`src/design/iq_capture_pkg.sv`:
```
// assumes a dma fifo of 8188 usable 64-bit words and a ring of 1024 words of two samples each
`default_nettype none

package iq_capture_pkg;

	localparam int BUF_ADDR_WIDTH = 10;
	localparam int BUF_DEPTH = 2 ** BUF_ADDR_WIDTH;
	localparam int MAX_DMA_SYMBOLS = 8188; // biggest udp payload in 64-bit words

	typedef logic [31:0] iq_sample_t; // i and q, 16 bits each
	typedef logic [63:0] iq_word_t; // two samples, or the tsf header
	typedef logic [63:0] tsf_t;
	typedef logic [BUF_ADDR_WIDTH-1:0] buf_addr_t;
	typedef logic [13:0] sym_count_t;
	typedef logic signed [10:0] rssi_t; // half dB steps
	typedef logic [7:0] gpio_status_t; // lock flag on top of a 7-bit gain
	typedef logic [6:0] gain_t;
	typedef logic [1:0] src_sel_t;
	typedef logic [2:0] trig_sel_t;

	// sample sources
	localparam src_sel_t SRC_RX = 2'd0;
	localparam src_sel_t SRC_TX_MOD = 2'd1;
	localparam src_sel_t SRC_TX_INTF = 2'd2; // code 3 also lands here

	// trigger conditions, also the bit index into the condition vector
	localparam trig_sel_t TRIG_FCS_OK = 3'd0;
	localparam trig_sel_t TRIG_FCS_BAD = 3'd1;
	localparam trig_sel_t TRIG_RSSI_UP = 3'd2;
	localparam trig_sel_t TRIG_RSSI_DOWN = 3'd3;
	localparam trig_sel_t TRIG_AGC_UNLOCK = 3'd4;
	localparam trig_sel_t TRIG_AGC_LOCK = 3'd5;
	localparam trig_sel_t TRIG_TX_RF_START = 3'd6;
	localparam trig_sel_t TRIG_TX_RF_END = 3'd7;

	typedef enum logic [1:0] {
		wait_trigger,
		check_space,
		send_header,
		send_samples
	} capture_state_e;

endpackage

`default_nettype wire

```
`src/design/trig_stream_if.sv`:
```
// one producer only; trigger is a single-cycle pulse and trigger_tsf holds until the next one
`timescale 1ns/1ps
`default_nettype none

interface trig_stream_if;

	iq_capture_pkg::iq_word_t sample; // {iq1, iq0}
	logic sample_strobe;
	logic trigger;
	iq_capture_pkg::tsf_t trigger_tsf;

	modport source (
		output sample,
		output sample_strobe,
		output trigger,
		output trigger_tsf
	);

	modport sink (
		input sample,
		input sample_strobe,
		input trigger,
		input trigger_tsf
	);

endinterface

`default_nettype wire

```
`src/design/ring_read_if.sv`:
```
// read_data lags read_addr by one clock and only updates while read_en is high
`timescale 1ns/1ps
`default_nettype none

interface ring_read_if;

	iq_capture_pkg::buf_addr_t write_addr;
	iq_capture_pkg::buf_addr_t read_addr;
	logic read_en;
	iq_capture_pkg::iq_word_t read_data;

	modport buffer (
		output write_addr,
		output read_data,
		input read_addr,
		input read_en
	);

	modport reader (
		input write_addr,
		input read_data,
		output read_addr,
		output read_en
	);

endinterface

`default_nettype wire

```
`src/design/iq_capture_sequencer.sv`:
```
// no back-pressure on data_out so a capture only starts when the dma fifo has room for all of it
`timescale 1ns/1ps
`default_nettype none

module iq_capture_sequencer (
	input wire clk,
	input wire rstn,
	input wire capture_en,
	input wire iq_capture_pkg::sym_count_t pre_trigger_len,
	input wire iq_capture_pkg::sym_count_t capture_len,
	input wire iq_capture_pkg::sym_count_t fifo_data_count,
	trig_stream_if.sink stream,
	ring_read_if.reader rd,
	output iq_capture_pkg::iq_word_t data_out,
	output logic data_out_valid
);

	iq_capture_pkg::capture_state_e state;
	iq_capture_pkg::buf_addr_t rd_ptr;
	iq_capture_pkg::sym_count_t sent_count;
	logic out_valid;
	logic space_ok;
	logic sample_step;

	// header plus capture_len samples must fit
	assign space_ok = (15'(fifo_data_count) + 15'(capture_len) + 15'd1) <=
		15'(iq_capture_pkg::MAX_DMA_SYMBOLS);

	assign sample_step = (state == iq_capture_pkg::send_samples) && stream.sample_strobe;

	// look one address ahead so back-to-back strobes read back-to-back words
	assign rd.read_addr = sample_step ? iq_capture_pkg::buf_addr_t'(rd_ptr + 1'b1) : rd_ptr;
	assign rd.read_en = capture_en;

	assign data_out_valid = out_valid && capture_en;

	always_ff @(posedge clk) begin
		if (!rstn) begin
			state <= iq_capture_pkg::wait_trigger;
			out_valid <= 1'b0;
			rd_ptr <= '0;
			sent_count <= '0;
		end else if (!capture_en) begin
			out_valid <= 1'b0; // state holds until re-enabled
		end else begin
			out_valid <= 1'b0;
			case (state)
				iq_capture_pkg::wait_trigger: begin
					sent_count <= '0;
					if (stream.trigger) begin
						rd_ptr <= rd.write_addr - iq_capture_pkg::buf_addr_t'(pre_trigger_len);
						state <= iq_capture_pkg::check_space;
					end
				end
				iq_capture_pkg::check_space: begin
					if (space_ok) begin
						out_valid <= 1'b1; // header goes out next cycle
						state <= iq_capture_pkg::send_header;
					end else begin
						state <= iq_capture_pkg::wait_trigger; // drop silently
					end
				end
				iq_capture_pkg::send_header: begin
					if (capture_len == '0)
						state <= iq_capture_pkg::wait_trigger;
					else
						state <= iq_capture_pkg::send_samples;
				end
				iq_capture_pkg::send_samples: begin
					if (stream.sample_strobe) begin
						out_valid <= 1'b1;
						rd_ptr <= rd_ptr + 1'b1;
						sent_count <= sent_count + 1'b1;
						if (sent_count == iq_capture_pkg::sym_count_t'(capture_len - 1'b1))
							state <= iq_capture_pkg::wait_trigger;
					end
				end
				default: state <= iq_capture_pkg::wait_trigger;
			endcase
		end
	end

	// output word, header is parked here at the trigger
	always_ff @(posedge clk) begin
		if (capture_en) begin
			if (state == iq_capture_pkg::wait_trigger && stream.trigger)
				data_out <= iq_capture_pkg::iq_word_t'(stream.trigger_tsf);
			else if (sample_step)
				data_out <= rd.read_data;
		end
	end

endmodule

`default_nettype wire

```
`src/flat_wrapper.sv`:
```
// flat-port wrapper written by rule: the top's interface ports become plain ports
module iq_capture_sequencer_flat 
  (clk, rstn, capture_en, pre_trigger_len, capture_len, fifo_data_count, data_out, data_out_valid, stream_sample, stream_sample_strobe, stream_trigger, stream_trigger_tsf, rd_write_addr, rd_read_data, rd_read_addr, rd_read_en);
  trig_stream_if stream_i ();
  ring_read_if rd_i ();
  input wire clk;
  input wire rstn;
  input wire capture_en;
  input wire iq_capture_pkg::sym_count_t pre_trigger_len;
  input wire iq_capture_pkg::sym_count_t capture_len;
  input wire iq_capture_pkg::sym_count_t fifo_data_count;
  output iq_capture_pkg::iq_word_t data_out;
  output logic data_out_valid;
  input wire logic [$bits(stream_i.sample)-1:0] stream_sample;
  input wire logic [$bits(stream_i.sample_strobe)-1:0] stream_sample_strobe;
  input wire logic [$bits(stream_i.trigger)-1:0] stream_trigger;
  input wire logic [$bits(stream_i.trigger_tsf)-1:0] stream_trigger_tsf;
  input wire logic [$bits(rd_i.write_addr)-1:0] rd_write_addr;
  input wire logic [$bits(rd_i.read_data)-1:0] rd_read_data;
  output wire logic [$bits(rd_i.read_addr)-1:0] rd_read_addr;
  output wire logic [$bits(rd_i.read_en)-1:0] rd_read_en;
  assign stream_i.sample = stream_sample;
  assign stream_i.sample_strobe = stream_sample_strobe;
  assign stream_i.trigger = stream_trigger;
  assign stream_i.trigger_tsf = stream_trigger_tsf;
  assign rd_i.write_addr = rd_write_addr;
  assign rd_i.read_data = rd_read_data;
  assign rd_read_addr = rd_i.read_addr;
  assign rd_read_en = rd_i.read_en;
  iq_capture_sequencer u_core (.clk(clk), .rstn(rstn), .capture_en(capture_en), .pre_trigger_len(pre_trigger_len), .capture_len(capture_len), .fifo_data_count(fifo_data_count), .stream(stream_i), .rd(rd_i), .data_out(data_out), .data_out_valid(data_out_valid));
endmodule
```
`config.mk`:
```
export PLATFORM = sky130hd
export DESIGN_NAME = iq_capture_sequencer_flat
export DESIGN_NICKNAME = d
export VERILOG_FILES = /design/src/design/iq_capture_pkg.sv /design/src/design/trig_stream_if.sv /design/src/design/ring_read_if.sv /design/src/design/iq_capture_sequencer.sv /design/src/flat_wrapper.sv
export SDC_FILE = /design/constraint.sdc
export NUM_CORES = 1
export LEC_CHECK = 0
export BUFFER_PORTS_ARGS = -buffer_cell sky130_fd_sc_hd__buf_2
export CAP_MARGIN = 20
export CORE_AREA = 2 2 128 130
export DETAILED_ROUTE_END_ITERATION = 7
export DIE_AREA = 0 0 130 132
export PLACE_DENSITY = 0.64
export SLEW_MARGIN = 20
export SYNTH_ARGS = -nofsm -noshare
export SYNTH_HDL_FRONTEND = slang
export SYNTH_SLANG_ARGS = --single-unit
```
`constraint.sdc`:
```
create_clock -name clk -period 4 [get_ports clk]
set_clock_uncertainty 0.1 [all_clocks]
set_input_delay 0.4 -clock clk [delete_from_list [all_inputs] [get_ports clk]]
set_output_delay 0.4 -clock clk [all_outputs]
set_load 0.01 [all_outputs]
```
==> results of run 1 <==
==> cell type report <==
class	count	area, um^2	share of cell area
clock inverters	7	73.82	0.01009
repair buffers	259	1316	0.1799
clock buffers	9	225.2	0.03079
multi-input cells	378	2888	0.3947
diodes	2	5.005	0.0006841
inverters	20	75.07	0.01026
well taps	216	270.3	0.03694
flip-flops and latches	91	2462	0.3366
==> state kept, by name, summed over array words and instances, names as in the netlist <==
name and cells:
u_core.sent_count 14, u_core.data_out 64, u_core.out_valid 1, u_core.state 2
u_core.rd_ptr 10
==> cell families (layout without fill, tap and decap cells) <==
logic type,Yosys count,in the layout,synth area share
flops,91,91,0.4460
buf+inv,43,295,0.03127
mux,65,65,0.1323
fa+ha+maj,27,27,0.06254
xor+xnor,53,53,0.08407
compound gates,95,95,0.1119
simple gates,138,138,0.1319
other cells,0,2,0
==> routing by layer <==
metal | GRT usage | vias to the layer above
met1 | 0.1953 | 2171
met4 | 0.06511 | 2
met3 | 0.03937 | 23
met5 | 0 | -
met2 | 0.2923 | 162
li1 | - | 2376
==> power breakdown <==
| part | leakage (nW) | total (mW) | internal, mW | switching (mW) |
|---|---|---|---|---|
| clock network | 0.146 | 0.854 | 0.488 | 0.367 |
| logic | 2.20 | 0.505 | 0.257 | 0.248 |
| registers | 0.812 | 1.10 | 1.07 | 0.0221 |
==> cells in the final DEF, fill, tap and decap left out, types with 13 or more instances in the layout <==
cell | netlist | layout
buf_2 | 6 | 256
mux2_2 | 64 | 64
edfxtp_1 | 64 | 64
nand2_1 | 32 | 32
nor2_1 | 30 | 30
xnor2_1 | 27 | 27
a21oi_1 | 27 | 27
dfxtp_1 | 27 | 27
xor2_1 | 26 | 26
ha_1 | 26 | 26
o21ai_0 | 21 | 21
inv_1 | 20 | 19
nand3_1 | 13 | 13
==> path summary, 6_finish.rpt <==
path	cells past startpoint	start	slack, ns	to
worst max-delay path	7	u_core.rd_ptr[0]	1.38	rd_read_addr[8]
worst min-delay path	2	stream_trigger_tsf[11]	0.26	u_core.data_out[11]
worst max register to register	7	u_core.state[1]	1.65	u_core.sent_count[13]
worst min register to register	2	u_core.rd_ptr[2]	0.41	u_core.rd_ptr[2]
==> worst register-to-register path: stages, from the launching register on <==
cell and delay, ns:
dfxtp_1 0.48, and3_1 0.49, o21a_1 0.26, nand3_1 0.13, nor3_1 0.42, nand3_1 0.16
xor2_1 0.16, nor2_1 0.05
==> stage by stage <==
step           hold slack, ns  worst slack, ns  power, mW    util  instances
5_1_grt                0.2463            1.257      2.569  0.4656        982
4_1_cts                0.2411            1.369      2.485  0.4653        980
3_3_place_gp           0.3897            1.222      1.621  0.4462        964
6_report               0.2588            1.382      2.456  0.4656        982
2_1_floorplan          0.3647            1.298      1.424       -        512
3_5_place_dp           0.3946            1.180      1.627  0.4462        964
==> synthesized netlist by cell type (2+ instances only) <==
| library cell | number |
|---|---|
| nor4b_1 | 2 |
| and2_1 | 6 |
| inv_1 | 20 |
| o211ai_1 | 3 |
| buf_2 | 6 |
| nand3_1 | 13 |
| o221a_2 | 2 |
| o31ai_1 | 4 |
| a21oi_1 | 27 |
| or3_1 | 4 |
| nand4_1 | 8 |
| a31oi_1 | 4 |
| or4_1 | 2 |
| a21boi_0 | 3 |
| nor2_1 | 30 |
| edfxtp_1 | 64 |
| ha_1 | 26 |
| nor4_2 | 3 |
| o41ai_1 | 2 |
| nand2_1 | 32 |
| xnor2_1 | 27 |
| dfxtp_1 | 27 |
| a21o_1 | 5 |
| o22a_1 | 2 |
| a32oi_1 | 2 |
| o21a_1 | 9 |
| and3_1 | 9 |
| clkbuf_1 | 16 |
| o21ai_0 | 21 |
| xor2_1 | 26 |
| mux2_2 | 64 |
| nor2b_1 | 7 |
| or2_2 | 2 |
| nor3_1 | 12 |
==> reports/metrics.cfg, run 1 <==
[synth]
ys_async_sr_fraction = 0
ys_top_cells_by_area = edfxtp_1 (35%), mux2_2 (13%), dfxtp_1 (9.8%)
netlist_area_um2 = 5522
synth_top_area_frac = 0.3481
ys_types = 56
yosys_most_used_dff = edfxtp_1
synth-seq-cells = 91
synthCells = 512
yosysSeqAreaShare = 0.4460
syn_area_per_cell_um2 = 10.78
syn_nets = 788
synth_top_cell_by_area = edfxtp_1
synth_edf_count = 64
yosysWarningCount = 0

[global_routing]
grt_usage = 0.1670
grt_pass1_vias = 4435
grt_pass1_wl_um = 22370
grt-ovfl-total = 0
antenna_found_initial = 3
grt_max_degree = 74

[route]
wl_met1_um = 6088
routedWlPerCell_um = 14.92
wl_met3_um = 989
antenna_left = 0
top_layer = met5
drc = 0
vias = 4734
wl_met2_um = 7181
vias_per_cell = 4.821
first_pass_iters = 4
drt_iter0_drc = 231
finalWirelength_um = 14650

[job]
cap_violations = 0

[critical_path]
cp_cell_sequence = ha_1 > and3_1 > and3_1 > nand3_1 > nor2_1 > xor2_1 > buf_2
slowest_stage = dfxtp_1
cpMostUsedCell = and3_1
crit_path_end_kind = output pin
critPathMaxFanout = 5
crit_type = flip-flop to output pin
crit_required_ns = 3.50
arrival_ns = 2.12
path_buf_inv = 1
startpoint_type = flip-flop
cp_top_family = simple AND/OR/NAND/NOR gates
critPathMaxStageDelay_ns = 0.40

[power]
ir_drop_v = 0.0001861
leakagePower_nw = 3.163
power.density_nw_per_um2 = 335.7

[sta]
finalCriticalPeriod_ns = 2.618
tightest_slew_ns = 0.8493
setup_viol = 0
setup_tns_ns = 0
period_share = 0.6544
rsz0062_at_grt = false
drv_slew = 0
max_freq_mhz = 382.0
relSlewSlack = 0.4338
final_hold_viol_count = 0

[clock_tree]
hold_buffers = 0
cts.sinks = 91
cts_root_buf = clkbuf_16
tritoncts = yes
clock_latency_ns = 0.34
post_cts_buffers = 0
numCtsBuffers = 9
cts.repair.resized = 0
cts_buffer_depth = 2
h-tree-depth = 3
cts.clk_slew.worst_paths_ns = 0.07

[place]
dp_hpwl_um = 11740
place_area_um2 = 7012
place.gp.congestion = 0.8031
portBuffers = 256

[outcome]
status = finished clean

[finish]
n_fill_cell = 1549
stdcell_area_um2 = 7316
nets = 1035
area_growth_pct = 32.49
layout-drive-gt1-share = 0.4620

[floorplan]
fp.dieArea_um2 = 17160
rows = 46
num_io_pins = 325
start_util = 0.3514
die_w_um = 130
die-height_um = 132
core-area_um2 = 15710

[worst_hold_path]
min_path_type = input port to flip-flop

No activity file was read; power rests on OpenSTA's default activity.
==> run 2: changes to the inputs <==
CORE_AREA = 2 2 126 128   (was 2 2 128 130)
DIE_AREA = 0 0 128 130   (was 0 0 130 132)
PLACE_DENSITY = 0.65   (was 0.64)
clock period = 2.5 ns   (was 4 ns; I/O delays follow)
==> reports/metrics.cfg, run 2 (synthesis gave the netlist of run 1 again) <==
[outcome]
status = finished clean

[power]
seqPwrFrac = 0.452
p_sw_mw = 1.049
comb_power_share = 0.214
ir_drop_v = 0.0003034
power.density_nw_per_um2 = 525.2
switching_share = 0.2698
internal_power_mw = 2.838
p_clk_frac = 0.333
leakagePower_nw = 3.216

[route]
drt_iter0_drc = 241
vias_per_cell = 4.948
routedWlPerCell_um = 15.28
finalWirelength_um = 14810
drc = 0
vias = 4795
antenna_left = 0
first_pass_iters = 4

[sta]
relSlewSlack = 0.5813
rsz0062_at_grt = false
finalCriticalPeriod_ns = 2.355
setup_viol = 0
setup_tns_ns = 0
final_hold_viol_count = 0
period_share = 0.9422
tightest_slew_ns = 0.6265
max_freq_mhz = 424.6
drv_slew = 0

[place]
place_area_um2 = 7092
place_inst = 953
place.gp.congestion = 0.8398
portBuffers = 256
dp_hpwl_um = 11820

[finish]
max_flop_register = u_core.data_out
final_cell_mix = buf_2 (256), mux2_2 (64), edfxtp_1 (64)
stdcell_area_um2 = 7401
layout-drive-gt1-share = 0.4852
layout_commonest_cell = buf_2
area_growth_pct = 34.04
largest_reg_flops = 64
fin_util = 0.4798
nets = 1048
antennaDiodeCount = 0
layout.cells.non_filler = 969
top_regs = u_core.data_out (64), u_core.sent_count (14), u_core.rd_ptr (10)

[critical_path]
startpoint_type = flip-flop
crit_required_ns = 2.15
crit_type = flip-flop to output pin
crit_path_end_kind = output pin
critPathMaxFanout = 5
arrival_ns = 2.01

[global_routing]
grt-ovfl-total = 0
antenna_found_initial = 0
grt_pass1_vias = 4333
grt_max_degree = 70
grt_pass1_wl_um = 21990
grt_usage = 0.1709

[clock_tree]
h-tree-depth = 3
cts_buffer_depth = 2
clock_latency_ns = 0.34
numCtsBuffers = 9
post_cts_buffers = 0
hold_buffers = 0
cts.clk_slew.worst_paths_ns = 0.07
tritoncts = yes
cts.sinks = 91
cts_root_buf = clkbuf_16

[floorplan]
die_w_um = 128
num_io_pins = 325
rows = 46
fp.dieArea_um2 = 16640
die-height_um = 130
start_util = 0.3580
core-area_um2 = 15420

[job]
cap_violations = 0

[worst_hold_path]
min_path_type = input port to flip-flop

## run 2: metrics by stage
stage                     setup WS (ns)  total power, mW  hold slack [ns]
after detailed placement        0.02112            2.629           0.3966
after global placement          0.02654            2.618           0.3886
after CTS                      0.004160            3.936          0.08416
final                            0.1446            3.887           0.1030
after floorplan                  0.1673            2.278           0.2782
after global routing            0.01075            4.084          0.09030
## run 2: critical path, cell delays in order, from the launching register on
cell,delay (ns)
dfxtp_2,0.37
and3_2,0.23
and3_2,0.24
and3_1,0.24
nand3_2,0.12
nor2_2,0.14
xor2_1,0.17
buf_2,0.16
## run 2: final timing paths
check,depth (start not counted),slack [ns],start,end
worst min register to register,2,0.39,u_core.rd_ptr[2],u_core.rd_ptr[2]
worst min-delay path,2,0.10,stream_trigger_tsf[33],u_core.data_out[33]
worst max register to register,7,0.43,u_core.state[1],u_core.sent_count[13]
worst max-delay path,7,0.14,u_core.rd_ptr[0],rd_read_addr[9]
## run 2: power groups by stage
stage,clock network [mW],logic [mW],registers (mW)
after floorplan,0,0.464,1.81
after global placement,0,0.830,1.79
after detailed placement,0,0.839,1.79
after CTS,1.34,0.842,1.76
after global routing,1.40,0.918,1.77
final,1.30,0.833,1.76
## run 2: layout make-up
cell class / instances / area, um^2
clock inverters: 7 / 58.81
fillers: 1485 / 8024
multi-input cells: 378 / 2909
well taps: 192 / 240.2
clock buffers: 9 / 225.2
flip-flops and latches: 91 / 2466
inverters: 20 / 75.07
repair buffers: 272 / 1426
## run 2: routing by layer
metal / vias up / GRT usage / routed length [um]
met5: - / 0 / 0
met1: 2210 / 0.2098 / 6332
met4: 0 / 0.05107 / 160
met3: 10 / 0.04100 / 982
met2: 176 / 0.2995 / 7331
li1: 2399 / - / -
## run 2: what timing repair did
action / 4_1_cts / 5_1_grt
hold endpoints to repair: 0 / 0
gates resized for setup: 0 / 11
setup endpoints to repair: 0 / 2
==> run 3: changes to the inputs <==
REMOVE_ABC_BUFFERS = 1   (was default)
==> reports/metrics.cfg, run 3 (synthesis gave the netlist of run 1 again) <==
[power]
internal_power_mw = 3.125
ir_drop_v = 0.0003127
p_clk_frac = 0.376
power_mw = 4.132
comb_power_share = 0.199
p_sw_mw = 1.008
power.density_nw_per_um2 = 555.6
switching_share = 0.2439
leakagePower_nw = 3.236
seqPwrFrac = 0.425

[finish]
largest_reg_flops = 64
top_regs = u_core.data_out (64), u_core.sent_count (14), u_core.rd_ptr (10)
area_growth_pct = 34.69
final_cell_mix = buf_2 (256), mux2_2 (64), edfxtp_1 (64)
layout_commonest_cell = buf_2
nets = 1046
layout-drive-gt1-share = 0.4774
max_flop_register = u_core.data_out
stdcell_area_um2 = 7437
n_fill_cell = 1465

[clock_tree]
numCtsBuffers = 9
cts.sinks = 91
post_cts_buffers = 0
h-tree-depth = 3
cts.repair.resized = 0
tritoncts = yes
cts.clk_slew.worst_paths_ns = 0.07
cts_buffer_depth = 2
clock_latency_ns = 0.34
hold_buffers = 0
cts_root_buf = clkbuf_16

[floorplan]
rows = 46
fp.dieArea_um2 = 16640
die-height_um = 130
core-area_um2 = 15420
die_w_um = 128
num_io_pins = 325
start_util = 0.3580

[job]
cap_violations = 0

[global_routing]
grt_pass1_wl_um = 21840
antenna_found_initial = 2
grt-ovfl-total = 0
grt_pass1_vias = 4398
grt_usage = 0.1692
grt_max_degree = 65

[critical_path]
startpoint_type = flip-flop
rr_worst_depth = 7
timing.rr.start = u_core.state[1]
crit_required_ns = 2.15
timing.rr.end = u_core.rd_ptr[1]
crit_type = flip-flop to output pin
arrival_ns = 2.01
critPathMaxFanout = 5
regToRegSetupSlack_ns = 0.47
crit_path_end_kind = output pin

[place]
place_area_um2 = 7077
place.gp.congestion = 0.8212
portBuffers = 256
dp_hpwl_um = 11590

[sta]
drv_slew = 0
period_share = 0.9437
relSlewSlack = 0.5946
finalCriticalPeriod_ns = 2.359
final_hold_viol_count = 0
setup_viol = 0
tightest_slew_ns = 0.6067
rsz0062_at_grt = false
max_freq_mhz = 423.9

[route]
vias = 4704
antenna_left = 0
routedWlPerCell_um = 14.99
vias_per_cell = 4.854
drt_iter0_drc = 337
finalWirelength_um = 14530
first_pass_iters = 4
drc = 0

[worst_hold_path]
min_path_cells = 2
min_to = u_core.data_out[37]
min_path_type = input port to flip-flop
hp-start = stream_trigger_tsf[37]

[outcome]
status = finished clean

-- run 3: changes by cell type in the layout (fill, tap and decap cells not counted), sizes merged --
cell and change:
clkinvlp -1, bufinv +3, diode +2, inv -2, clkinv -1, clkbuf +1, buf -2
-- run 3: final cells by class --
class,count,area (um^2),area share
tap,192,240.2,0.03230
timing repair buffer,270,1411,0.1898
multi-input combinational,378,2898,0.3896
inverter,20,75.07,0.01009
sequential,91,2466,0.3316
clock inverter,6,112.6,0.01514
clock buffer,10,229.0,0.03079
antenna,2,5.005,0.0006729
-- run 3: worst max-delay path: stages (launching register included) --
cell,delay (ns)
dfxtp_2,0.38
ha_2,0.21
and3_1,0.23
and3_2,0.25
nand3_1,0.13
nor2_1,0.14
xor2_1,0.17
buf_2,0.15
-- run 3: metal layers --
metal | vias to the layer above | share of wire | global-route usage | wire length [um]
li1 | 2395 | - | - | -
met1 | 2125 | 0.41 | 0.2106 | 6017
met2 | 166 | 0.50 | 0.2863 | 7205
met3 | 18 | 0.071 | 0.03239 | 1025
met4 | 0 | 0.019 | 0.07757 | 280
met5 | - | 0 | 0 | 0
-- run 3: through the flow --
step | instances | hold slack, ns | util | worst slack (ns) | setup TNS, ns
after CTS | 967 | 0.08508 | 0.4809 | 0.007230 | 0
after global routing | 969 | 0.09228 | 0.4822 | 0.01906 | 0
final | 969 | 0.1055 | 0.4822 | 0.1407 | 0
after global placement | 951 | 0.3906 | 0.4588 | 0.04692 | 0
after floorplan | 489 | 0.2661 | - | -2.689 | -207.83
after detailed placement | 951 | 0.3919 | 0.4588 | 0.02114 | 0
-- run 3: worst max path at each step --
stage                             to        startpoint
global placement     u_core.state[1]    capture_len[0]
CTS                  rd_read_addr[9]  u_core.rd_ptr[0]
global route         rd_read_addr[8]  u_core.rd_ptr[0]
floorplan           u_core.rd_ptr[9]   u_core.state[0]
detailed placement   u_core.state[1]    capture_len[0]
finish               rd_read_addr[8]  u_core.rd_ptr[0]
-- run 3: power by group through the flow --
stage | sequential (mW) | combinational (mW) | clock [mW]
3_5_place_dp | 1.79 | 0.828 | 0
4_1_cts | 1.75 | 0.832 | 1.59
2_1_floorplan | 1.82 | 0.449 | 0
3_3_place_gp | 1.78 | 0.821 | 0
5_1_grt | 1.76 | 0.910 | 1.65
6_report | 1.76 | 0.824 | 1.55
