## config.mk

```make
export PLATFORM = sky130hd
export DESIGN_NAME = iq_trigger_detect_flat
export DESIGN_NICKNAME = d
export VERILOG_FILES = /design/src/design/iq_capture_pkg.sv /design/src/design/trig_stream_if.sv /design/src/design/iq_trigger_detect.sv /design/src/flat_wrapper.sv
export SDC_FILE = /design/constraint.sdc
export NUM_CORES = 1
export LEC_CHECK = 0
export ABC_AREA = 1
export BUFFER_PORTS_ARGS = -buffer_cell sky130_fd_sc_hd__buf_2
export CAP_MARGIN = 15
export CORE_AREA = 2 2 170 172
export CTS_BUF_LIST = sky130_fd_sc_hd__clkbuf_8 sky130_fd_sc_hd__clkbuf_16
export DETAILED_ROUTE_END_ITERATION = 8
export DIE_AREA = 0 0 172 174
export HOLD_SLACK_MARGIN = 0.12
export SLEW_MARGIN = 20
export SYNTH_ARGS = -nofsm -noshare
export SYNTH_HDL_FRONTEND = slang
export SYNTH_SLANG_ARGS = --single-unit
```

## constraint.sdc

```tcl
create_clock -name clk -period 11.5 [get_ports clk]
set_clock_uncertainty 0.1 [all_clocks]
set_input_delay 0.575 -clock clk [delete_from_list [all_inputs] [get_ports clk]]
set_output_delay 0.575 -clock clk [all_outputs]
set_load 0.005 [all_outputs]
```

## src/design/iq_capture_pkg.sv

```systemverilog
// assumes a dma fifo of 8188 usable 64-bit words and a ring of 1024 words of two samples each
`default_nettype none

package iq_capture_pkg;

	localparam int BUF_ADDR_WIDTH = 10;
	localparam int BUF_DEPTH = 2 ** BUF_ADDR_WIDTH;
	localparam int MAX_DMA_SYMBOLS = 8188; // biggest udp payload in 64-bit words

	typedef logic [31:0] iq_sample_t; // i and q, 16 bits each
	typedef logic [63:0] iq_word_t; // two samples, or the tsf header
	typedef logic [63:0] tsf_t;
	typedef logic [BUF_ADDR_WIDTH-1:0] buf_addr_t;
	typedef logic [13:0] sym_count_t;
	typedef logic signed [10:0] rssi_t; // half dB steps
	typedef logic [7:0] gpio_status_t; // lock flag on top of a 7-bit gain
	typedef logic [6:0] gain_t;
	typedef logic [1:0] src_sel_t;
	typedef logic [2:0] trig_sel_t;

	// sample sources
	localparam src_sel_t SRC_RX = 2'd0;
	localparam src_sel_t SRC_TX_MOD = 2'd1;
	localparam src_sel_t SRC_TX_INTF = 2'd2; // code 3 also lands here

	// trigger conditions, also the bit index into the condition vector
	localparam trig_sel_t TRIG_FCS_OK = 3'd0;
	localparam trig_sel_t TRIG_FCS_BAD = 3'd1;
	localparam trig_sel_t TRIG_RSSI_UP = 3'd2;
	localparam trig_sel_t TRIG_RSSI_DOWN = 3'd3;
	localparam trig_sel_t TRIG_AGC_UNLOCK = 3'd4;
	localparam trig_sel_t TRIG_AGC_LOCK = 3'd5;
	localparam trig_sel_t TRIG_TX_RF_START = 3'd6;
	localparam trig_sel_t TRIG_TX_RF_END = 3'd7;

	typedef enum logic [1:0] {
		wait_trigger,
		check_space,
		send_header,
		send_samples
	} capture_state_e;

endpackage

`default_nettype wire

```

## src/design/trig_stream_if.sv

```systemverilog
// one producer only; trigger is a single-cycle pulse and trigger_tsf holds until the next one
`timescale 1ns/1ps
`default_nettype none

interface trig_stream_if;

	iq_capture_pkg::iq_word_t sample; // {iq1, iq0}
	logic sample_strobe;
	logic trigger;
	iq_capture_pkg::tsf_t trigger_tsf;

	modport source (
		output sample,
		output sample_strobe,
		output trigger,
		output trigger_tsf
	);

	modport sink (
		input sample,
		input sample_strobe,
		input trigger,
		input trigger_tsf
	);

endinterface

`default_nettype wire

```

## src/design/iq_trigger_detect.sv

```systemverilog
// trigger pulses two clocks after the event and AGC lock gained also needs gain at or above gain_threshold
`timescale 1ns/1ps
`default_nettype none

module iq_trigger_detect (
	input wire clk,
	input wire rstn,
	input wire capture_en,
	input wire iq_capture_pkg::src_sel_t source_select,
	input wire iq_capture_pkg::iq_sample_t rx_iq0,
	input wire iq_capture_pkg::iq_sample_t rx_iq1,
	input wire rx_strobe,
	input wire iq_capture_pkg::iq_sample_t txmod_iq0,
	input wire iq_capture_pkg::iq_sample_t txmod_iq1,
	input wire txmod_strobe,
	input wire iq_capture_pkg::iq_sample_t txintf_iq0,
	input wire iq_capture_pkg::iq_sample_t txintf_iq1,
	input wire txintf_strobe,
	input wire iq_capture_pkg::tsf_t tsf,
	input wire iq_capture_pkg::rssi_t rssi_half_db,
	input wire iq_capture_pkg::gpio_status_t gpio_status,
	input wire fcs_strobe,
	input wire fcs_ok,
	input wire tx_rf_ongoing,
	input wire iq_capture_pkg::trig_sel_t trigger_select,
	input wire iq_capture_pkg::rssi_t rssi_threshold,
	input wire iq_capture_pkg::gain_t gain_threshold,
	trig_stream_if.source stream
);

	iq_capture_pkg::iq_word_t mux_word;
	logic mux_strobe;
	iq_capture_pkg::rssi_t rssi_prev;
	logic lock_prev;
	logic tx_prev;
	logic [7:0] cond; // one registered condition per trigger code
	logic lock_now;
	iq_capture_pkg::gain_t gain_now;

	assign lock_now = gpio_status[7];
	assign gain_now = gpio_status[6:0];

	always_comb begin
		case (source_select)
			iq_capture_pkg::SRC_RX: begin
				mux_word = {rx_iq1, rx_iq0};
				mux_strobe = rx_strobe;
			end
			iq_capture_pkg::SRC_TX_MOD: begin
				mux_word = {txmod_iq1, txmod_iq0};
				mux_strobe = txmod_strobe;
			end
			default: begin
				mux_word = {txintf_iq1, txintf_iq0};
				mux_strobe = txintf_strobe;
			end
		endcase
	end

	// sample word is payload only
	always_ff @(posedge clk) begin
		if (capture_en)
			stream.sample <= mux_word;
	end

	always_ff @(posedge clk) begin
		if (!rstn) begin
			stream.sample_strobe <= 1'b0;
			stream.trigger <= 1'b0;
			rssi_prev <= '0;
			lock_prev <= 1'b0;
			tx_prev <= 1'b0;
			cond <= '0;
		end else if (capture_en) begin
			stream.sample_strobe <= mux_strobe;
			rssi_prev <= rssi_half_db;
			lock_prev <= lock_now;
			tx_prev <= tx_rf_ongoing;

			cond[iq_capture_pkg::TRIG_FCS_OK] <= fcs_strobe && fcs_ok;
			cond[iq_capture_pkg::TRIG_FCS_BAD] <= fcs_strobe && !fcs_ok;
			cond[iq_capture_pkg::TRIG_RSSI_UP] <= (rssi_prev < rssi_threshold) &&
				(rssi_half_db >= rssi_threshold);
			cond[iq_capture_pkg::TRIG_RSSI_DOWN] <= (rssi_prev >= rssi_threshold) &&
				(rssi_half_db < rssi_threshold);
			cond[iq_capture_pkg::TRIG_AGC_UNLOCK] <= lock_prev && !lock_now;
			cond[iq_capture_pkg::TRIG_AGC_LOCK] <= !lock_prev && lock_now &&
				(gain_now >= gain_threshold); // settled at a usable gain
			cond[iq_capture_pkg::TRIG_TX_RF_START] <= tx_rf_ongoing && !tx_prev;
			cond[iq_capture_pkg::TRIG_TX_RF_END] <= !tx_rf_ongoing && tx_prev;

			stream.trigger <= cond[trigger_select]; // second stage of the two-cycle path
		end else begin
			stream.sample_strobe <= 1'b0;
			stream.trigger <= 1'b0;
			cond <= '0;
		end
	end

	// time is locked together with the pulse
	always_ff @(posedge clk) begin
		if (capture_en && cond[trigger_select])
			stream.trigger_tsf <= tsf;
	end

endmodule

`default_nettype wire

```

## src/flat_wrapper.sv

```systemverilog
// flat-port wrapper written by rule: the top's interface ports become plain ports
module iq_trigger_detect_flat 
  (clk, rstn, capture_en, source_select, rx_iq0, rx_iq1, rx_strobe, txmod_iq0, txmod_iq1, txmod_strobe, txintf_iq0, txintf_iq1, txintf_strobe, tsf, rssi_half_db, gpio_status, fcs_strobe, fcs_ok, tx_rf_ongoing, trigger_select, rssi_threshold, gain_threshold, stream_sample, stream_sample_strobe, stream_trigger, stream_trigger_tsf);
  trig_stream_if stream_i ();
  input wire clk;
  input wire rstn;
  input wire capture_en;
  input wire iq_capture_pkg::src_sel_t source_select;
  input wire iq_capture_pkg::iq_sample_t rx_iq0;
  input wire iq_capture_pkg::iq_sample_t rx_iq1;
  input wire rx_strobe;
  input wire iq_capture_pkg::iq_sample_t txmod_iq0;
  input wire iq_capture_pkg::iq_sample_t txmod_iq1;
  input wire txmod_strobe;
  input wire iq_capture_pkg::iq_sample_t txintf_iq0;
  input wire iq_capture_pkg::iq_sample_t txintf_iq1;
  input wire txintf_strobe;
  input wire iq_capture_pkg::tsf_t tsf;
  input wire iq_capture_pkg::rssi_t rssi_half_db;
  input wire iq_capture_pkg::gpio_status_t gpio_status;
  input wire fcs_strobe;
  input wire fcs_ok;
  input wire tx_rf_ongoing;
  input wire iq_capture_pkg::trig_sel_t trigger_select;
  input wire iq_capture_pkg::rssi_t rssi_threshold;
  input wire iq_capture_pkg::gain_t gain_threshold;
  output wire logic [$bits(stream_i.sample)-1:0] stream_sample;
  output wire logic [$bits(stream_i.sample_strobe)-1:0] stream_sample_strobe;
  output wire logic [$bits(stream_i.trigger)-1:0] stream_trigger;
  output wire logic [$bits(stream_i.trigger_tsf)-1:0] stream_trigger_tsf;
  assign stream_sample = stream_i.sample;
  assign stream_sample_strobe = stream_i.sample_strobe;
  assign stream_trigger = stream_i.trigger;
  assign stream_trigger_tsf = stream_i.trigger_tsf;
  iq_trigger_detect u_core (.clk(clk), .rstn(rstn), .capture_en(capture_en), .source_select(source_select), .rx_iq0(rx_iq0), .rx_iq1(rx_iq1), .rx_strobe(rx_strobe), .txmod_iq0(txmod_iq0), .txmod_iq1(txmod_iq1), .txmod_strobe(txmod_strobe), .txintf_iq0(txintf_iq0), .txintf_iq1(txintf_iq1), .txintf_strobe(txintf_strobe), .tsf(tsf), .rssi_half_db(rssi_half_db), .gpio_status(gpio_status), .fcs_strobe(fcs_strobe), .fcs_ok(fcs_ok), .tx_rf_ongoing(tx_rf_ongoing), .trigger_select(trigger_select), .rssi_threshold(rssi_threshold), .gain_threshold(gain_threshold), .stream(stream_i));
endmodule
```

==> flow_summary.json, run 1 <==
{
  "synth_area_mm2": 0.00669,
  "synthDistinctLibCells": 24,
  "rows": 62,
  "seqPwrFrac_pct": 46.5,
  "critPathMaxStageDelay_ns": 0.68,
  "grt_pass1_wl_um": 34400,
  "grtUsageTotal_pct": 15.3,
  "grt_start_max_net_pins": 68,
  "area_growth_pct": 47.4,
  "netlist.area_leader.share_pct": 57.5,
  "worst-path-max-fanout": 65,
  "post_cts_resized": 0,
  "die_area_mm2": 0.0299,
  "start_util_pct": 23.7,
  "drtPass1Iterations": 5,
  "drc": 0,
  "vias_per_cell": 4.35,
  "power.total_mw": 1.40,
  "place_inst": 1423,
  "slowest_stage": "buf_4",
  "dr_total_vias": 6323,
  "power.switching_mw": 0.364,
  "rsz0062_at_grt": "false",
  "ys_warn_count": 0,
  "async_reset_ff_share_pct": 0,
  "cp.arrival_ns": 2.48,
  "grt_pass1_vias": 6192,
  "seq_area_mm2": 0.00430,
  "io_pins": 437,
  "root_buffer": "clkbuf_16",
  "antenna_found_initial": 1,
  "ctsLongestPathBuffers": 2,
  "drive_gt1_share_pct": 44.9,
  "path_class": "input pin to flop",
  "synthesis.nets": 964,
  "synth_area_leaders": "edfxtp_1 57%, nand2_1 9.7%, nand3_1 9.5%",
  "vdd_drop_max_mv": 0.0837,
  "clock_latency_ns": 0.41,
  "setup_tns_ns": 0,
  "cts_max_level": 4,
  "yosysSeqAreaShare_pct": 64.4,
  "finalCritPeriodShare_pct": 19.4,
  "synth-seq-cells": 151,
  "cts.sinks": 151,
  "cellInternalPower_mw": 1.03,
  "nets": 1394,
  "cpMostUsedCell": "buf_4",
  "synthCells": 628,
  "crit_chain": "buf_4, buf_4, nand2_1, inv_1, nand3_1, nor2_1",
  "fin_crit_ns": 2.23,
  "max_freq_mhz": 448,
  "p_per_area_mw_per_mm2": 142,
  "drtIter0Drc": 378,
  "synth_top_area_cell": "edfxtp_1",
  "clockPowerShare_pct": 40.1,
  "numCtsBuffers": 17,
  "synth_most_common_cell": "nand2_1",
  "multi_input_area_mm2": 0.00208,
  "place_congestion": 0.903,
  "post_cts_buffers": 0,
  "n_antenna_cell": 0,
  "path_clk_slew_ns": 0.07,
  "die_w_um": 172,
  "instances_no_fill": 1455,
  "post-dp-hpwl_um": 18300,
  "outcome": "complete, no violations",
  "synthFlopType": "edfxtp_1",
  "relSlewSlack_pct": 40.8,
  "place_area_mm2": 0.00927,
  "grt_overflow": 0,
  "totalWireLength_um": 23800,
  "cts_tree": "yes",
  "synth_edf_count": 128,
  "die_h_um": 174,
  "design.core.area_mm2": 0.0282,
  "portBuffers": 436,
  "p_leak_nw": 4.74,
  "cap_violations": 0,
  "ant_nets": 0,
  "num-fill-cells": 2952,
  "final_cell_area_mm2": 0.00985,
  "cts_hold_buffers": 0,
  "synth_area_per_cell_um2": 10.6,
  "cp-start-kind": "input pin",
  "switching_share_pct": 26.1,
  "crit_required_ns": 11.75,
  "p_comb_share_pct": 13.4,
  "hold_violations": 0,
  "wl_per_cell_um": 16.4,
  "hold_path.class": "input pin to flop",
  "worstSetupEndpointType": "flop",
  "setup_viol": 0,
  "worst_pin_slew_ns": 0.888,
  "final-max-slew-violation-count": 0,
  "synthTopCellsByCount": "172 x nand2_1, 128 x edfxtp_1, 127 x nand3_1"
}
==> cell type report <==
class / count / area share, %
timing repair buffer: 442 / 22.6
sequential: 151 / 43.7
clock inverter: 15 / 1.63
clock buffer: 17 / 4.32
tap: 384 / 4.88
inverter: 46 / 1.75
multi-input combinational: 400 / 21.1
==> critical path: cells and delay by family <==
| family | cells | cell delay (ns) |
|---|---|---|
| AND/OR/NAND/NOR | 3 | 0.66 |
| buffers and inverters | 3 | 1.22 |
==> placed cells by master (no fill, tap or decap), types with 3 or more instances in the layout <==
cell type,count
nor3_1,5
inv_1,43
nand3_1,127
dfxtp_1,23
nor2_1,13
buf_4,7
nand4_1,6
o22ai_1,4
inv_8,4
ha_1,29
inv_6,4
o21ai_0,7
clkbuf_16,17
buf_2,435
inv_2,3
nand2_1,172
edfxtp_1,128
a21oi_1,9
a22oi_1,18
==> worst paths after layout <==
kind / from / to / slack (ns) / cells after the start
setup / recovery: capture_en / u_core.cond[3]$_SDFF_PN0_ / 9.27 / 6
hold / removal: tsf[42] / u_core.stream.trigger_tsf[42]$_DFFE_PP_ / 0.23 / 1
setup reg to reg: u_core.cond[4]$_SDFF_PN0_ / u_core.stream.trigger_tsf[40]$_DFFE_PP_ / 9.42 / 7
hold reg to reg: u_core.tx_prev$_SDFFE_PN0P_ / u_core.cond[6]$_SDFF_PN0_ / 0.33 / 1
==> flip-flops by register name, summed over array words and instances, names as in the netlist <==
signal                       flops
u_core.stream.sample            64
u_core.stream.trigger_tsf       64
u_core.rssi_prev                11
u_core.cond                      8
u_core.lock_prev                 1
u_core.stream.sample_strobe      1
u_core.stream.trigger            1
u_core.tx_prev                   1
==> cells by family (layout without fill, tap and decap cells) <==
kind of cell,count (synthesis),count (layout),share of synthesized area (%)
DFF,151,151,64.4
AOI/OAI and AO/OA,41,41,3.93
adders and majority gates,29,29,5.43
muxes,1,1,0.150
buffers and inverters,77,520,4.70
and+or+nand+nor,329,329,21.4
==> power groups by stage <==
stage	Combinational (mW)	Clock, mW	Sequential, mW
3_5_place_dp	0.189	0	0.662
5_1_grt	0.209	0.599	0.653
3_3_place_gp	0.186	0	0.661
2_1_floorplan	0.0675	0	0.666
4_1_cts	0.190	0.579	0.650
6_report	0.187	0.560	0.649
==> stage by stage <==
stage,util [%],worst slack [ns],hold WS [ns]
floorplan,-,7.28,0.299
global route,34.9,9.07,0.196
CTS,34.9,9.24,0.204
detailed placement,32.8,8.79,0.319
finish,34.9,9.27,0.231
global placement,32.8,8.82,0.310
==> metal layers <==
layer | track usage, % | vias to the layer above | share of wire [%]
li1 | - | 3061 | -
met1 | 18.3 | 3039 | 40
met2 | 26.6 | 205 | 51
met3 | 4.21 | 18 | 7.1
met4 | 4.66 | 0 | 1.5
met5 | 0 | - | 0
(Power assumes the default switching activity.)
==> run 2: changes to the inputs <==
--- a/config.mk
+++ b/config.mk
@@ -5,13 +5,13 @@
 export SDC_FILE = /design/constraint.sdc
 export NUM_CORES = 1
 export LEC_CHECK = 0
-export ABC_AREA = 1
+export ABC_AREA = 0
 export BUFFER_PORTS_ARGS = -buffer_cell sky130_fd_sc_hd__buf_2
 export CAP_MARGIN = 15
-export CORE_AREA = 2 2 170 172
+export CORE_AREA = 2 2 172 174
 export CTS_BUF_LIST = sky130_fd_sc_hd__clkbuf_8 sky130_fd_sc_hd__clkbuf_16
 export DETAILED_ROUTE_END_ITERATION = 8
-export DIE_AREA = 0 0 172 174
+export DIE_AREA = 0 0 174 176
 export HOLD_SLACK_MARGIN = 0.12
 export SLEW_MARGIN = 20
 export SYNTH_ARGS = -nofsm -noshare
==> constraint.sdc (replaced) <==
create_clock -name clk -period 2 [get_ports clk]
set_clock_uncertainty 0.1 [all_clocks]
set_input_delay 0.1 -clock clk [delete_from_list [all_inputs] [get_ports clk]]
set_output_delay 0.1 -clock clk [all_outputs]
set_load 0.005 [all_outputs]
==> run 2 against run 1 <==
Against the previous run:
- final area grew 25%
- global-route usage increased by 0.54 points
- first-iteration DRC count decreased by 17%
- flip-flop and latch count unchanged
- critical path depth rose by 2
- count of clock-buffer cells in the layout stayed put
- synthesized cell count shrank 19%
- sequential share of layout area decreased by 8.7 points
- synthesized area barely moved
- largest power group unchanged
==> flow_summary.json, run 2 <==
{
  "synth_top_area_cell": "edfxtp_1",
  "numCtsBuffers": 17,
  "ant_nets": 0,
  "synthDistinctLibCells": 32,
  "grt_overflow": 0,
  "grt_pass1_vias": 6893,
  "area_growth_pct": 84.0,
  "max_freq_mhz": 536,
  "vias_per_cell": 4.19,
  "place_congestion": 0.861,
  "drtIter0Drc": 313,
  "start_util_pct": 23.4,
  "drc": 0,
  "cap_violations": 0,
  "worst-path-max-fanout": 11,
  "cp.arrival_ns": 2.07,
  "final_common_cell": "buf_2",
  "power.switching_mw": 2.10,
  "synth_area_per_cell_um2": 13.2,
  "path_clk_slew_ns": 0.07,
  "path_class": "input pin to flop",
  "yosysSeqAreaShare_pct": 64.4,
  "async_reset_ff_share_pct": 0,
  "ys_warn_count": 0,
  "vdd_drop_max_mv": 0.472,
  "place_area_mm2": 0.00943,
  "p_leak_nw": 5.65,
  "cts_tree": "yes",
  "die_h_um": 176,
  "synthCells": 506,
  "root_buffer": "clkbuf_16",
  "synthTopCellsByCount": "128 x edfxtp_1, 79 x mux2i_1, 69 x nand2_1",
  "p_per_area_mw_per_mm2": 700,
  "design.core.area_mm2": 0.0285,
  "die_area_mm2": 0.0306,
  "crit_required_ns": 2.20,
  "antenna_found_initial": 7,
  "final_cell_mix": "433 x buf_2, 222 x dlygate4sd3_1, 128 x edfxtp_1, 78 x mux2i_1, 69 x nand2_1",
  "final-max-slew-violation-count": 0,
  "synth_most_common_cell": "edfxtp_1",
  "dr_total_vias": 6594,
  "post-dp-hpwl_um": 18500,
  "synth-seq-cells": 151,
  "clock_latency_ns": 0.41,
  "relSlewSlack_pct": 72.1,
  "rsz0062_at_grt": "false",
  "synth_area_leaders": "edfxtp_1 57%, mux2i_1 12%, dfxtp_1 6.9%",
  "die_w_um": 174,
  "seqPwrFrac_pct": 42.5,
  "portBuffers": 436,
  "synthesis.nets": 842,
  "finalCritPeriodShare_pct": 93.2,
  "drtPass1Iterations": 5,
  "p_comb_share_pct": 16.8,
  "hold-worst-slack_ns": 0.145,
  "wl_per_cell_um": 15.7,
  "cts_max_level": 4,
  "grt_start_max_net_pins": 56,
  "cts.sinks": 151,
  "power.total_mw": 8.61,
  "cp-start-kind": "input pin",
  "rows": 62,
  "ctsLongestPathBuffers": 2,
  "drive_gt1_share_pct": 40.9,
  "grtUsageTotal_pct": 15.8,
  "cellInternalPower_mw": 6.51,
  "outcome": "complete, no violations",
  "synth_edf_count": 128,
  "hold_violations": 0,
  "nets": 1509,
  "reg_top3": "u_core.stream.sample: 64 flops, u_core.stream.trigger_tsf: 64 flops, u_core.rssi_prev: 11 flops",
  "clockPowerShare_pct": 40.7,
  "switching_share_pct": 24.4,
  "fin_crit_ns": 1.86,
  "hold_path.class": "input pin to flop",
  "final_cell_area_mm2": 0.0123,
  "synth_area_mm2": 0.00669,
  "netlist.area_leader.share_pct": 57.5,
  "io_pins": 437,
  "totalWireLength_um": 24700,
  "worstSetupEndpointType": "flop",
  "synthFlopType": "edfxtp_1",
  "worst_pin_slew_ns": 0.417,
  "setup_viol": 0,
  "grt_pass1_wl_um": 36900
}
==> run 2: changes by cell type in the layout (fill, tap and decap cells not counted), sizes merged, moves of 8 or more <==
cell         previous run  this run
nand3                 128         2
mux2i                   1        79
buf                   442       450
nor2                   15         7
dlygate4sd3             0       222
nor2b                   0        15
a22oi                  18         0
nand2                 174        69
inv                    54        30
o21ai                   7        67
==> run 2: cell type report <==
type / count / area (um2)
fill: 2703 / 16200
sequential: 151 / 4300
inverter: 20 / 75.1
tap: 384 / 480
antenna: 5 / 12.5
multi-input combinational: 311 / 2210
timing repair buffer: 672 / 4590
clock buffer: 17 / 425
clock inverter: 15 / 210
==> run 2: metrics by stage <==
step	std cells	setup TNS, ns	utilization (%)	worst slack [ns]
after floorplan	506	-5.51	-	-0.0861
after global placement	1316	0	33.0	0.209
after detailed placement	1316	0	33.0	0.194
after CTS	1570	0	43.0	0.0335
after global routing	1573	0	43.1	0.0547
final	1575	0	43.1	0.136
==> run 2: kinds of logic (layout without fill, tap and decap cells) <==
kind of cell    Yosys count  after routing  share of synthesized area (%)
compound gates           87             87                           6.96
fa+ha+maj                29             29                           5.43
buf+inv                  44            724                           2.64
flops                   151            151                           64.4
mux                      81             81                           12.6
other cells               0              5                              0
simple gates            114            114                           8.01
==> run 2: path summary, 6_finish.rpt <==
check	startpoint	end	slack (ns)	cells after the start
hold reg to reg	u_core.tx_prev$_SDFFE_PN0P_	u_core.cond[6]$_SDFF_PN0_	0.35	1
setup / recovery	source_select[0]	u_core.stream.sample_strobe$_SDFF_PN0_	0.14	8
hold / removal	rx_iq0[31]	u_core.stream.sample[31]$_DFFE_PP_	0.15	3
setup reg to reg	u_core.cond[5]$_SDFF_PN0_	u_core.stream.trigger_tsf[37]$_DFFE_PP_	0.22	4
==> run 2: worst max-delay path, cell delays in order <==
cell and delay (ns):
buf_4 0.14, buf_4 0.25, mux2i_1 0.21, nor2_1 0.06, a21oi_1 0.14, dlygate4sd3_1 0.57
nor2_1 0.04, dlygate4sd3_1 0.55
==> run 2: routing by layer <==
layer | up-vias | track usage [%] | wire length [um]
met1 | 3065 | 16.8 | 9380
li1 | 3204 | - | -
met2 | 290 | 30.2 | 13200
met5 | - | 0 | 23
met4 | 4 | 5.08 | 478
met3 | 31 | 4.37 | 1610
==> run 2: power groups by stage <==
stage          combinational [mW]  clock (mW)  sequential, mW
6_report                     1.44        3.50            3.66
5_1_grt                      1.58        3.75            3.68
4_1_cts                      1.44        3.62            3.66
3_5_place_dp                 1.04           0            3.73
3_3_place_gp                 1.02           0            3.73
2_1_floorplan               0.373           0            3.75
==> run 2: repair_timing <==
item | 4_1_cts | 5_1_grt
endpoints found under the hold margin | 158 | 0
setup buffers | 0 | 0
resized for setup | 0 | 2
endpoints found under the setup margin | 0 | 6
hold buffers | 222 | 0
==> run 3: changes to the inputs <==
--- a/config.mk
+++ b/config.mk
@@ -8,10 +8,10 @@
 export ABC_AREA = 0
 export BUFFER_PORTS_ARGS = -buffer_cell sky130_fd_sc_hd__buf_2
 export CAP_MARGIN = 15
-export CORE_AREA = 2 2 172 174
+export CORE_AREA = 2 2 170 172
 export CTS_BUF_LIST = sky130_fd_sc_hd__clkbuf_8 sky130_fd_sc_hd__clkbuf_16
 export DETAILED_ROUTE_END_ITERATION = 8
-export DIE_AREA = 0 0 174 176
+export DIE_AREA = 0 0 172 174
 export HOLD_SLACK_MARGIN = 0.12
 export SLEW_MARGIN = 20
 export SYNTH_ARGS = -nofsm -noshare
==> constraint.sdc (replaced) <==
create_clock -name clk -period 2.4 [get_ports clk]
set_clock_uncertainty 0.1 [all_clocks]
set_input_delay 0.12 -clock clk [delete_from_list [all_inputs] [get_ports clk]]
set_output_delay 0.12 -clock clk [all_outputs]
set_load 0.005 [all_outputs]
==> run 3 against run 2 <==
Against the previous run:
- core utilization increased by 0.39 points
- die area decreased by 2.3%
- register-to-register slack improved by 0.27 ns
- critical path depth is 1 lower
- via count is 0.85% lower
- critical endpoint is now u_core.cond[5]$_SDFF_PN0_
- largest cell class unchanged
==> flow_summary.json, run 3 (synthesis results as in run 2) <==
{
  "cap_violations": 0,
  "cts_tree": "yes",
  "antenna_found_initial": 7,
  "crit_chain": "dlygate4sd3_1, buf_2, ha_1, dlygate4sd3_1, o21ai_1, dlygate4sd3_1, a21oi_1",
  "post-dp-hpwl_um": 18300,
  "setup_tns_ns": 0,
  "root_buffer": "clkbuf_16",
  "place_congestion": 0.888,
  "grtUsageTotal_pct": 16.2,
  "cp.arrival_ns": 2.37,
  "slowest_stage": "dlygate4sd3_1",
  "ctsLongestPathBuffers": 2,
  "die_w_um": 172,
  "final_common_cell": "buf_2",
  "vias_per_cell": 4.15,
  "setup_viol": 0,
  "hold_violations": 0,
  "reg_top3": "u_core.stream.sample: 64 flops, u_core.stream.trigger_tsf: 64 flops, u_core.rssi_prev: 11 flops",
  "area_growth_pct": 83.6,
  "nets": 1510,
  "hold-path-cell-count": 4,
  "drc": 0,
  "finalCritPeriodShare_pct": 90.8,
  "die_area_mm2": 0.0299,
  "crit_required_ns": 2.59,
  "cp-start-kind": "input pin",
  "vdd_drop_max_mv": 0.491,
  "path_clk_slew_ns": 0.07,
  "numCtsBuffers": 17,
  "rows": 62,
  "worstSetupEndpointType": "flop",
  "rsz0062_at_grt": "false",
  "final_cell_mix": "433 x buf_2, 229 x dlygate4sd3_1, 128 x edfxtp_1, 79 x mux2i_1, 69 x nand2_1",
  "clock_latency_ns": 0.42,
  "postLayoutCoreUtil_pct": 43.5,
  "grt_overflow": 0,
  "worst_pin_slew_ns": 0.715,
  "max_freq_mhz": 459,
  "grt_pass1_vias": 6916,
  "hold_path.class": "input pin to flop",
  "cts_max_level": 4,
  "final-max-slew-violation-count": 0,
  "io_pins": 437,
  "start_util_pct": 23.7,
  "totalWireLength_um": 24900,
  "drtIter0Drc": 222,
  "worst-path-max-fanout": 1,
  "cpMostUsedCell": "dlygate4sd3_1",
  "wl_per_cell_um": 15.8,
  "relSlewSlack_pct": 52.3,
  "rr_worst_depth": 4,
  "outcome": "complete, no violations",
  "cts.sinks": 151,
  "p_leak_nw": 5.64,
  "die_h_um": 174,
  "fin_crit_ns": 2.18,
  "portBuffers": 436,
  "p_per_area_mw_per_mm2": 568,
  "drtPass1Iterations": 4,
  "drive_gt1_share_pct": 40.1,
  "grt_start_max_net_pins": 80,
  "ant_nets": 0,
  "critPathMaxStageDelay_ns": 0.58,
  "grt_pass1_wl_um": 36300,
  "post_cts_resized": 0,
  "post_cts_buffers": 0,
  "design.core.area_mm2": 0.0282,
  "path_class": "input pin to flop",
  "dr_total_vias": 6538
}
-- run 3: cell types whose count changed in the layout (fill, tap and decap cells not counted), moves of 2 or more --
cell	previous run	this run
buf_4	10	6
mux4_2	2	0
mux4_1	0	2
clkinvlp_4	0	2
dlygate4sd3_1	222	229
inv_8	5	2
buf_6	2	0
bufinv_16	3	1
-- run 3: routing by layer --
metal  vias to the layer above  GRT usage [%]  wire length, um
met2                       255           31.0            13100
met5                         -              0               27
met3                        31           4.19             1860
met1                      3042           16.8             9360
met4                         4           5.60              504
li1                       3206              -                -
-- run 3: report_power, final --
| group | internal (mW) | total, mW | switching [mW] |
|---|---|---|---|
| clock | 1.48 | 2.73 | 1.25 |
| combinational | 0.716 | 1.20 | 0.486 |
| sequential | 3.01 | 3.05 | 0.0395 |
-- run 3: final timing paths --
| path | slack (ns) | endpoint | startpoint |
|---|---|---|---|
| setup / recovery | 0.22 | u_core.cond[5]$_SDFF_PN0_ | gpio_status[6] |
| hold / removal | 0.16 | u_core.cond[5]$_SDFF_PN0_ | gpio_status[5] |
| setup reg to reg | 0.49 | u_core.stream.trigger_tsf[63]$_DFFE_PP_ | u_core.cond[1]$_SDFF_PN0_ |
| hold reg to reg | 0.37 | u_core.cond[6]$_SDFF_PN0_ | u_core.tx_prev$_SDFFE_PN0P_ |
-- run 3: repair_timing --
action,CTS,global route
endpoints found under the hold margin,151,0
hold buffers,229,0
setup endpoints to repair,0,0
-- run 3: layout make-up --
cell class	count	area (um2)
antenna	5	12.5
clock buffer	17	425
clock inverter	15	165
fill	2706	16000
inverter	20	75.1
multi-input combinational	311	2210
sequential	151	4300
tap	384	480
timing repair buffer	673	4600
-- run 3: per-stage QoR --
stage,cells,total power [mW],instance area [um2],hold WS [ns],worst slack [ns]
6_report,1576,6.98,12300,0.162,0.221
3_3_place_gp,1310,3.95,9390,0.197,0.360
4_1_cts,1571,7.08,12300,0.133,0.312
2_1_floorplan,506,3.43,6700,0.0958,0.261
3_5_place_dp,1310,3.96,9390,0.198,0.324
5_1_grt,1574,7.31,12300,0.170,0.132
-- run 3: worst max-delay path, delay by kind of cell --
family	cells	cell delay, ns
AOI/OAI and AO/OA	2	0.19
adders and majority gates	1	0.28
buffers and inverters	4	1.78
